<file path="src/rtl/memCfg_cfg.svh">
`ifndef MEM_CFG_SVH
`define MEM_CFG_SVH

// byte address and word
`define MEM_ADDR_W 32
`define MEM_DATA_W 32

// the RAM moves one byte per cycle
`define MEM_BYTE_W 8

// longest access, in bytes
`define MEM_MAX_LEN 4

`endif

</file>
<file path="src/rtl/memBusPkg.sv">
`default_nettype none
`include "memCfg_cfg.svh"

package memBusPkg;

    // wide enough to count 0 .. MEM_MAX_LEN
    typedef logic [$clog2(`MEM_MAX_LEN + 1)-1:0] memLen_t;

    typedef struct packed {
        logic                   we;
        logic [`MEM_ADDR_W-1:0] addr;
        logic [`MEM_BYTE_W-1:0] wdata;
    } ramPort_t;

    typedef struct packed {
        logic                   valid;
        logic [`MEM_ADDR_W-1:0] addr;
    } fetchReq_t;

    typedef struct packed {
        logic                   done;
        logic [`MEM_DATA_W-1:0] inst;
    } fetchRsp_t;

    // len is 1, 2 or 4
    typedef struct packed {
        logic                   valid;
        logic                   store;
        memLen_t                len;
        logic [`MEM_ADDR_W-1:0] addr;
        logic [`MEM_DATA_W-1:0] wdata;
    } dataReq_t;

    typedef struct packed {
        logic                   done;
        logic [`MEM_DATA_W-1:0] data;
    } dataRsp_t;

endpackage

`default_nettype wire

</file>
<file path="src/rtl/memCtrlPkg.sv">
`default_nettype none

package memCtrlPkg;

    typedef enum logic [1:0] {stIdle, stLoad, stStore, stFetch} memState_e;

    typedef enum logic [1:0] {opLoad, opStore, opFetch} memOp_e;

    // wait level seen by both requesters
    typedef enum logic [1:0] {
        ownNone  = 2'b00,
        ownData  = 2'b01,
        ownFetch = 2'b10
    } memOwner_e;

endpackage

`default_nettype wire

</file>
<file path="src/rtl/byteAssembler.sv">
`timescale 1ns/1ps
`default_nettype none
`include "memCfg_cfg.svh"

module byteAssembler (
    input  wire logic                   clk,
    input  wire logic                   rst,
    input  wire logic                   advance,
    input  wire logic                   captureByte,
    input  wire memBusPkg::memLen_t     stage,
    input  wire logic [`MEM_BYTE_W-1:0] ramRdata,
    input  wire logic [`MEM_DATA_W-1:0] storeData,
    output logic [`MEM_DATA_W-1:0]      assembled,
    output logic [`MEM_BYTE_W-1:0]      storeByte
);
    import memBusPkg::*;

    memLen_t lastStage;
    logic    lastRead;

    // The RAM answers every cycle, frozen or not, so these follow the address
    // that was really on the bus one cycle ago. A byte that lands during a
    // freeze is still caught in its lane.
    always_ff @(posedge clk) begin
        if (rst)
            lastRead <= 1'b0;
        else
            lastRead <= captureByte;
    end

    always_ff @(posedge clk) begin
        lastStage <= stage;
    end

    // first read of an access wipes old lanes
    always_ff @(posedge clk) begin
        if (advance && captureByte && stage == '0)
            assembled <= '0;
        if (lastRead)
            assembled[lastStage[1:0]*`MEM_BYTE_W +: `MEM_BYTE_W] <= ramRdata;
    end

    assign storeByte = storeData[stage[1:0]*`MEM_BYTE_W +: `MEM_BYTE_W];

endmodule

`default_nettype wire

</file>
<file path="src/rtl/byteStepper.sv">
`timescale 1ns/1ps
`default_nettype none
`include "memCfg_cfg.svh"

module byteStepper (
    input  wire logic                   clk,
    input  wire logic                   rst,
    input  wire logic                   advance,
    input  wire logic                   stepClear,
    input  wire logic                   stepInc,
    input  wire logic [`MEM_ADDR_W-1:0] baseAddr,
    output memBusPkg::memLen_t          stage,
    output logic [`MEM_ADDR_W-1:0]      ramAddr
);

    // bytes already put on the bus in this access
    always_ff @(posedge clk) begin
        if (rst) begin
            stage <= '0;
        end else if (advance) begin
            if (stepClear)
                stage <= '0;
            else if (stepInc)
                stage <= stage + 1'b1;
        end
    end

    // little endian, lowest byte first
    assign ramAddr = baseAddr + `MEM_ADDR_W'(stage);

endmodule

`default_nettype wire

</file>
<file path="src/rtl/memArbFsm.sv">
`timescale 1ns/1ps
`default_nettype none
`include "memCfg_cfg.svh"

module memArbFsm (
    input  wire logic                   clk,
    input  wire logic                   rst,
    input  wire logic                   ready,
    input  wire logic                   ioFull,
    input  wire memBusPkg::fetchReq_t   fetchReq,
    input  wire memBusPkg::dataReq_t    dataReq,
    input  wire memBusPkg::memLen_t     stage,
    input  wire logic [`MEM_DATA_W-1:0] assembled,
    output logic                        advance,
    output logic                        stepClear,
    output logic                        stepInc,
    output logic                        captureByte,
    output logic                        writeEn,
    output logic [`MEM_ADDR_W-1:0]      baseAddr,
    output logic [`MEM_DATA_W-1:0]      storeData,
    output memBusPkg::fetchRsp_t        fetchRsp,
    output memBusPkg::dataRsp_t         dataRsp,
    output memCtrlPkg::memOwner_e       owner
);
    import memBusPkg::*;
    import memCtrlPkg::*;

    memState_e              state;
    memOp_e                 op;
    memOp_e                 reqOp;
    memLen_t                len;
    logic                   fetchDone;
    logic                   dataDone;
    logic                   accept;
    logic                   ending;
    logic [`MEM_DATA_W-1:0] loadWord;

    assign advance = ready && !ioFull;

    // data cache goes first when both wait
    assign accept = (state == stIdle) && (dataReq.valid || fetchReq.valid);

    always_comb begin
        if (dataReq.valid)
            reqOp = dataReq.store ? opStore : opLoad;
        else
            reqOp = opFetch;
    end

    // last byte moved, done not yet raised
    assign ending = (state != stIdle) && (stage == len) && !fetchDone && !dataDone;

    assign stepClear   = accept;
    assign stepInc     = (state != stIdle) && (stage != len);
    assign captureByte = ((state == stLoad) || (state == stFetch)) && (stage != len);
    // frozen bus reads, never writes
    assign writeEn     = (state == stStore) && (stage != len) && advance;

    always_ff @(posedge clk) begin
        if (rst) begin
            state     <= stIdle;
            op        <= opLoad;
            fetchDone <= 1'b0;
            dataDone  <= 1'b0;
        end else if (advance) begin
            fetchDone <= ending && (op == opFetch);
            dataDone  <= ending && (op != opFetch);
            case (state)
                stIdle: begin
                    if (accept) begin
                        op <= reqOp;
                        case (reqOp)
                            opStore: state <= stStore;
                            opFetch: state <= stFetch;
                            default: state <= stLoad;
                        endcase
                    end
                end
                default: begin
                    if (fetchDone || dataDone)
                        state <= stIdle;
                end
            endcase
        end
    end

    always_ff @(posedge clk) begin
        if (advance && accept) begin
            if (dataReq.valid) begin
                baseAddr  <= dataReq.addr;
                storeData <= dataReq.wdata;
                len       <= dataReq.len;
            end else begin
                baseAddr <= fetchReq.addr;
                len      <= memLen_t'(`MEM_MAX_LEN);
            end
        end
    end

    always_comb begin
        case (len)
            3'd1:    loadWord = {{(`MEM_DATA_W - `MEM_BYTE_W){1'b0}},
                                 assembled[`MEM_BYTE_W-1:0]};
            3'd2:    loadWord = {{(`MEM_DATA_W - 2*`MEM_BYTE_W){1'b0}},
                                 assembled[2*`MEM_BYTE_W-1:0]};
            default: loadWord = assembled;
        endcase
    end

    // payload only shows with its done pulse
    assign fetchRsp = '{done: fetchDone, inst: fetchDone ? assembled : '0};
    assign dataRsp  = '{done: dataDone, data: (dataDone && op == opLoad) ? loadWord : '0};

    always_comb begin
        case (state)
            stLoad, stStore: owner = ownData;
            stFetch:         owner = ownFetch;
            default:         owner = ownNone;
        endcase
    end

endmodule

`default_nettype wire

</file>
<file path="src/rtl/memCtrl.sv">
`timescale 1ns/1ps
`default_nettype none
`include "memCfg_cfg.svh"

module memCtrl (
    input  wire logic                   clk,
    input  wire logic                   rst,
    input  wire logic                   ready,
    input  wire logic                   ioFull,
    input  wire memBusPkg::fetchReq_t   fetchReq,
    output memBusPkg::fetchRsp_t        fetchRsp,
    input  wire memBusPkg::dataReq_t    dataReq,
    output memBusPkg::dataRsp_t         dataRsp,
    output memBusPkg::ramPort_t         ramOut,
    input  wire logic [`MEM_BYTE_W-1:0] ramRdata,
    output memCtrlPkg::memOwner_e       owner
);
    import memBusPkg::*;

    logic                   advance;
    logic                   stepClear;
    logic                   stepInc;
    logic                   captureByte;
    logic                   writeEn;
    logic [`MEM_ADDR_W-1:0] baseAddr;
    logic [`MEM_DATA_W-1:0] storeData;
    logic [`MEM_DATA_W-1:0] assembled;
    logic [`MEM_ADDR_W-1:0] ramAddr;
    logic [`MEM_BYTE_W-1:0] storeByte;
    memLen_t                stage;

    memArbFsm u_fsm (
        .clk(clk), .rst(rst), .ready(ready), .ioFull(ioFull),
        .fetchReq(fetchReq), .dataReq(dataReq),
        .stage(stage), .assembled(assembled),
        .advance(advance), .stepClear(stepClear), .stepInc(stepInc),
        .captureByte(captureByte), .writeEn(writeEn),
        .baseAddr(baseAddr), .storeData(storeData),
        .fetchRsp(fetchRsp), .dataRsp(dataRsp), .owner(owner)
    );

    byteStepper u_step (
        .clk(clk), .rst(rst), .advance(advance),
        .stepClear(stepClear), .stepInc(stepInc), .baseAddr(baseAddr),
        .stage(stage), .ramAddr(ramAddr)
    );

    byteAssembler u_asm (
        .clk(clk), .rst(rst), .advance(advance), .captureByte(captureByte),
        .stage(stage), .ramRdata(ramRdata), .storeData(storeData),
        .assembled(assembled), .storeByte(storeByte)
    );

    assign ramOut = '{we: writeEn, addr: ramAddr, wdata: storeByte};

endmodule

`default_nettype wire

</file>
<file path="config.mk">
export PLATFORM = sky130hd
export DESIGN_NAME = memCtrl
export DESIGN_NICKNAME = d
export VERILOG_FILES = /design/src/rtl/memBusPkg.sv /design/src/rtl/memCtrlPkg.sv /design/src/rtl/byteAssembler.sv /design/src/rtl/byteStepper.sv /design/src/rtl/memArbFsm.sv /design/src/rtl/memCtrl.sv
export VERILOG_INCLUDE_DIRS = /design/src /design/src/rtl
export SDC_FILE = /design/constraint.sdc
export NUM_CORES = 1
export LEC_CHECK = 0
export ABC_AREA = 1
export BUFFER_PORTS_ARGS = -buffer_cell sky130_fd_sc_hd__buf_2
export CAP_MARGIN = 30
export CORE_MARGIN = 4
export CORE_UTILIZATION = 57
export CTS_BUF_LIST = sky130_fd_sc_hd__clkbuf_8
export DETAILED_ROUTE_END_ITERATION = 7
export PLACE_DENSITY_LB_ADDON = 0.1
export REMOVE_ABC_BUFFERS = 1
export SLEW_MARGIN = 20
export SYNTH_ARGS = -nofsm -noshare
export SYNTH_HDL_FRONTEND = slang
export SYNTH_HIERARCHICAL = 1
export SYNTH_SLANG_ARGS = --single-unit
</file>
<file path="constraint.sdc">
create_clock -name clk -period 6.54 [get_ports clk]
set_input_delay 1.308 -clock clk [delete_from_list [all_inputs] [get_ports clk]]
set_output_delay 1.308 -clock clk [all_outputs]
set_load 0.02 [all_outputs]
</file>
==> results of run 1 <==
## metrics by stage
stage | total power, mW | cell area, µm² | worst slack (ns) | utilization [%] | instances
2_1_floorplan | 0.983 | 6440 | 2.66 | - | 889
3_3_place_gp | 1.08 | 7750 | 2.97 | 67.9 | 1257
3_5_place_dp | 1.08 | 7780 | 3.05 | 68.2 | 1259
4_1_cts | 1.52 | 8010 | 2.79 | 70.1 | 1275
5_1_grt | 1.59 | 8010 | 2.60 | 70.1 | 1275
6_report | 1.50 | 8010 | 2.81 | 70.1 | 1275
## metal layers
metal	global-route usage, %	share of wire (%)
met1	30.7	45
met2	35.9	46
met3	6.01	8.6
met4	5.41	1.0
met5	0	0
## worst max-delay path, stage by stage, from the launching register on
cell	delay (ns)
dfxtp_1	0.33
buf_4	0.34
ha_1	0.26
fa_1	0.21
nand3_1	0.10
nand2_2	0.17
nand3_2	0.16
nor2_1	0.14
nor2_1	0.05
nor2_1	0.10
buf_2	0.17
## cells by family (layout without fill, tap and decap cells)
kind of cell,after synthesis,in the layout,synth area share [%]
xor gates and xnor gates,15,15,1.98
buffers and inverters,181,394,11.5
DFF,111,111,43.6
and+or+nand+nor,573,573,37.8
adders and majority gates,14,14,2.75
AOI/OAI and AO/OA,25,25,2.28
## how the worst max path moves through the flow
stage	start	end	cells after the start
2_1_floorplan	ready	u_fsm/storeData[0]$_DFFE_PP_	6
3_3_place_gp	dataReq[68]	u_fsm/storeData[12]$_DFFE_PP_	7
3_5_place_dp	dataReq[68]	u_fsm/storeData[4]$_DFFE_PP_	8
4_1_cts	u_step/stage[0]$_SDFFE_PP0P_	ramOut[34]	11
5_1_grt	u_step/stage[0]$_SDFFE_PP0P_	ramOut[38]	11
6_report	u_step/stage[0]$_SDFFE_PP0P_	ramOut[26]	10
## cells in the final DEF (no fill, tap or decap), types with 4 or more instances in the layout
cell type,count
a21oi_1,7
o21ai_0,9
nand2_1,364
nand3b_1,13
nor2_1,112
xor2_1,8
dfxtp_1,44
nand3_1,30
xnor2_1,7
edfxtp_1,67
nor2_2,9
o211ai_1,8
ha_1,13
inv_2,4
nor3b_2,10
inv_1,147
buf_2,222
nor2_4,6
clkbuf_8,9
nor3b_1,14
## registers in the layout, summed over array words and instances (netlist names)
signal,count
u_fsm/len,3
u_asm/lastStage,2
u_fsm/fetchDone,1
u_fsm/op,2
u_asm/lastRead,1
u_fsm/baseAddr,32
u_fsm/state,2
u_fsm/dataDone,1
u_step/stage,3
u_asm/assembled,32
u_fsm/storeData,32
## power by group through the flow
stage               sequential, mW  clock [mW]  combinational, mW
global route                 0.823       0.483              0.288
CTS                          0.817       0.455              0.253
detailed placement           0.833           0              0.251
finish                       0.817       0.437              0.251
global placement             0.835           0              0.242
floorplan                    0.828           0              0.155
## final cells by class
type | instances | area, µm² | area share (%)
inverter | 151 | 567 | 7.08
tap | 143 | 179 | 2.23
multi-input combinational | 627 | 2980 | 37.2
clock buffer | 9 | 124 | 1.55
sequential | 111 | 2890 | 36.1
clock inverter | 7 | 101 | 1.27
timing repair buffer | 227 | 1160 | 14.5
==> results.yml, run 1 <==
grt:
  grt_pass1_vias: 5287
  grt_use_total_pct: 22.5
  grt_max_degree: 40
  grt_pass1_wl_mm: 24.0
  overflow: 0
  antenna_found_initial: 0
power_and_ir_drop:
  power.density_nw_per_um2: 188
  ir_drop_mv: 0.232
  p_clk_share_pct: 29.0
  p_int_mw: 1.04
  seqPwrFrac_pct: 54.3
  switchingPower_uw: 463
  power_frac_comb_pct: 16.7
  switching_share_pct: 30.8
  power.leakage_nw: 4.31
drt:
  wire_per_inst_um: 11.8
  drt_iter0_drc: 329
  route.detailed.drc: 0
  drtPass1Iterations: 5
  routed_via_density: 4.80
  routed_wl_mm: 15.0
  num_vias: 6123
  drtAntennaViolNets: 0
cts:
  cts_made_buffers: 9
  holdBufCountCts: 0
  worst_skew_pair.late_latency_ns: 0.39
  cts_buffer_depth: 2
  cts_setup_buffers: 0
  htree_levels: 3
  clk_pin_slew_ns: 0.12
  cts_sinks: 111
  cts_root_buf: "clkbuf_8"
  cts_tree: "yes"
  cts_resized: 0
hold_path:
  hold_class: "flip-flop to flip-flop"
  whs_path_depth: 2
  worstHoldStart: "u_fsm/state[0]$_SDFFE_PP0P_"
  hold_end: "u_fsm/state[0]$_SDFFE_PP0P_"
final_layout:
  antenna_cells: 0
  area_growth_pct: 20.7
  drive_gt1_share_pct: 25.0
  nets: 1255
  n_fill_cell: 1013
critical_path:
  r2r_slack_ns: 4.40
  reg2reg_to: "u_asm/assembled[7]$_DFF_P_"
  path_max_fanout: 39
  crit_required_ns: 5.23
  crit_type: "flip-flop to output port"
  start_kind: "flip-flop"
  endpoint_kind: "output port"
  cp.arrival_ns: 2.42
  r2r-start: "u_step/stage[0]$_SDFFE_PP0P_"
  rr_worst_depth: 13
logic_synthesis:
  seq_area_frac_synth_pct: 43.6
  syn_inst: 919
  synth_edf_count: 67
  synth_cell_type_count: 36
  synth_commonest_cells: "364 x nand2_1, 147 x inv_1, 112 x nor2_1, 67 x edfxtp_1, 44 x dfxtp_1"
  synth_top_area_cell: "edfxtp_1"
  syn_avg_cell_area_um2: 7.22
  ys.flop_type: "edfxtp_1"
  synthTopCellsByArea: "edfxtp_1 30%, nand2_1 21%, dfxtp_1 13%"
  synth-seq-cells: 111
  yosys_warnings: 6
  synth_most_common_cell: "nand2_1"
  syn_area_um2: 6640
  synth_top_area_share_pct: 30.3
  synth_async_sr_flop_share_pct: 0
floorplan:
  coreArea_um2: 11400
  initial_core_util_pct: 58.1
  io_pins: 223
  die_area_um2: 13400
  chipWidth_um: 116
  rows: 39
  die_y_um: 116
place:
  port_buffers: 222
  place.gp.congestion: 0.920
  dpl.hpwl_mm: 11.5
job:
  cap_violations: 0
timing:
  timing.final.max_slew_violations: 0
  fmaxAchievable_ghz: 0.268
  setup_viol_count_final: 0
  rsz0062_at_grt: "no"
  relSlewSlack_pct: 48.6
  tightest_slew_ns: 0.771
  clock_skew_ns: 0.00910
  finalCritPeriodShare_pct: 57.0
  tns_ns: 0
  hold_ws_ns: 0.521
  finalCriticalPeriod_ns: 3.73
  hold_violations: 0
status:
  status: "complete, no violations"
Note: power is estimated with default switching activity, not from simulation.
==> inputs of run 2 (changes only) <==
--- a/config.mk
+++ b/config.mk
@@ -10,7 +10,7 @@
 export BUFFER_PORTS_ARGS = -buffer_cell sky130_fd_sc_hd__buf_2
 export CAP_MARGIN = 30
 export CORE_MARGIN = 4
-export CORE_UTILIZATION = 57
+export CORE_UTILIZATION = 53
 export CTS_BUF_LIST = sky130_fd_sc_hd__clkbuf_8
 export DETAILED_ROUTE_END_ITERATION = 7
 export PLACE_DENSITY_LB_ADDON = 0.1
==> constraint.sdc (replaced) <==
create_clock -name clk -period 3.5 [get_ports clk]
set_input_delay 0.7 -clock clk [delete_from_list [all_inputs] [get_ports clk]]
set_output_delay 0.7 -clock clk [all_outputs]
set_load 0.02 [all_outputs]
==> run 2 against run 1 <==
Against the previous run: design area up 0.42%; sequential cell count did not move; register-to-register slack lost 3.2 ns; sequential power increased by 87%; wire length increased by 2.9%; critical path depth decreased by 6; worst hold slack got worse by 0.042 ns.
==> results.yml, run 2 (same netlist as run 1, synthesis figures left out) <==
floorplan:
  chipWidth_um: 120
  rows: 40
  initial_core_util_pct: 54.8
  coreArea_um2: 12100
  die_y_um: 120
  io_pins: 223
  die_area_um2: 14400
critical_path:
  crit_type: "flip-flop to output port"
  cp.arrival_ns: 2.23
  path_max_fanout: 16
  start_kind: "flip-flop"
  startpoint: "u_fsm/len[2]$_SDFFCE_PN1P_"
  crit_path_max_incr_delay_ns: 0.69
  path_cells: "nor3_4 -> or2_1 -> nor3b_1 -> buf_2"
  r2r-start: "u_step/stage[0]$_SDFFE_PP0P_"
  endpoint_kind: "output port"
  crit_slowest_cell: "or2_1"
  crit_required_ns: 2.80
final_layout:
  drive_gt1_share_pct: 25.1
  final_cell_mix: "364 x nand2_1, 222 x buf_2, 147 x inv_1"
  nets: 1257
  postLayoutCoreUtil_pct: 66.4
  final_common_cell: "nand2_1"
  fin_area_um2: 8040
  area_growth_pct: 21.2
  reg.largest.list: "u_asm/assembled (32), u_fsm/baseAddr (32), u_fsm/storeData (32)"
timing:
  fin_ws_ns: 0.570
  rsz0062_at_grt: "no"
  tns_ns: 0
  timing.final.max_slew_violations: 0
  tightest_slew_ns: 0.807
  setup_viol_count_final: 0
  fmaxAchievable_ghz: 0.341
  finalCritPeriodShare_pct: 83.7
  hold_violations: 0
  finalCriticalPeriod_ns: 2.93
  relSlewSlack_pct: 46.2
  clock_skew_ns: 0.0120
drt:
  drtAntennaViolNets: 0
  num_vias: 6053
  drtPass1Iterations: 5
  routed_wl_mm: 15.5
  route.detailed.drc: 0
  wire_per_inst_um: 11.9
  routed_via_density: 4.65
  drt_iter0_drc: 366
cts:
  cts_tree: "yes"
  worst_skew_pair.late_latency_ns: 0.38
  cts_sinks: 111
  cts_resized: 0
  clk_pin_slew_ns: 0.12
  holdBufCountCts: 0
  cts_made_buffers: 9
  cts_setup_buffers: 0
  cts_root_buf: "clkbuf_8"
  htree_levels: 3
  cts_buffer_depth: 2
grt:
  grt_use_total_pct: 21.2
  grt_pass1_wl_mm: 24.8
  grt_pass1_vias: 5395
  overflow: 0
  grt_max_degree: 39
  antenna_found_initial: 1
place:
  port_buffers: 222
  place_area_um2: 7820
  dp_slack_ns: 0.995
  dpl.hpwl_mm: 12.1
  place.gp.congestion: 0.943
power_and_ir_drop:
  ir_drop_mv: 0.241
  power.leakage_nw: 4.31
  p_total_mw: 2.77
  power.density_nw_per_um2: 345
hold_path:
  hold_class: "primary input to flip-flop"
  worstHoldStart: "dataReq[5]"
status:
  status: "complete, no violations"
job:
  cap_violations: 0
[run 2: cell count changes in the layout (fill, tap and decap cells not counted), sizes merged]
| cell | previous run | this run |
|---|---|---|
| inv | 155 | 152 |
| clkinv | 3 | 6 |
| diode | 0 | 1 |
| buf | 227 | 229 |
[run 2: cell type report]
class,instances,area (µm²)
clock buffers,9,124
fillers,1178,4070
repair buffers,229,1170
clock inverters,7,93.8
multi-input cells,627,2980
flip-flops and latches,111,2890
inverters,151,567
diodes,1,2.50
well taps,168,210
[run 2: layer usage]
metal  wire length [µm]  global-route usage, %
met1               6940                   29.3
met2               7000                   33.7
met3               1320                   5.47
met4                195                   4.94
met5                  0                      0
[run 2: path summary, 6_finish.rpt]
kind	end	cells past startpoint	slack, ns
setup / recovery	dataRsp[20]	4	0.57
hold / removal	u_fsm/storeData[5]$_DFFE_PP_	1	0.48
setup reg to reg	u_asm/assembled[30]$_DFF_P_	13	1.23
hold reg to reg	u_fsm/state[0]$_SDFFE_PP0P_	2	0.53
[run 2: stage by stage]
| step | hold slack [ns] | instances |
|---|---|---|
| 5_1_grt | 0.441 | 1303 |
| 6_report | 0.479 | 1303 |
| 2_1_floorplan | 0.471 | 889 |
| 3_5_place_dp | 0.508 | 1286 |
| 3_3_place_gp | 0.497 | 1285 |
| 4_1_cts | 0.456 | 1302 |
[run 2: power breakdown]
| group | leakage [nW] | internal (mW) | switching (mW) |
|---|---|---|---|
| clock | 0.107 | 0.290 | 0.488 |
| combinational | 3.23 | 0.175 | 0.292 |
| sequential | 0.974 | 1.47 | 0.0607 |
| total | 4.31 | 1.93 | 0.841 |
[run 2: worst max-delay path: cells and delay by family, from the launching register on]
| family | cells | cell delay (ns) |
|---|---|---|
| buffers and inverters | 1 | 0.19 |
| DFF | 1 | 0.48 |
| and+or+nand+nor | 3 | 1.17 |
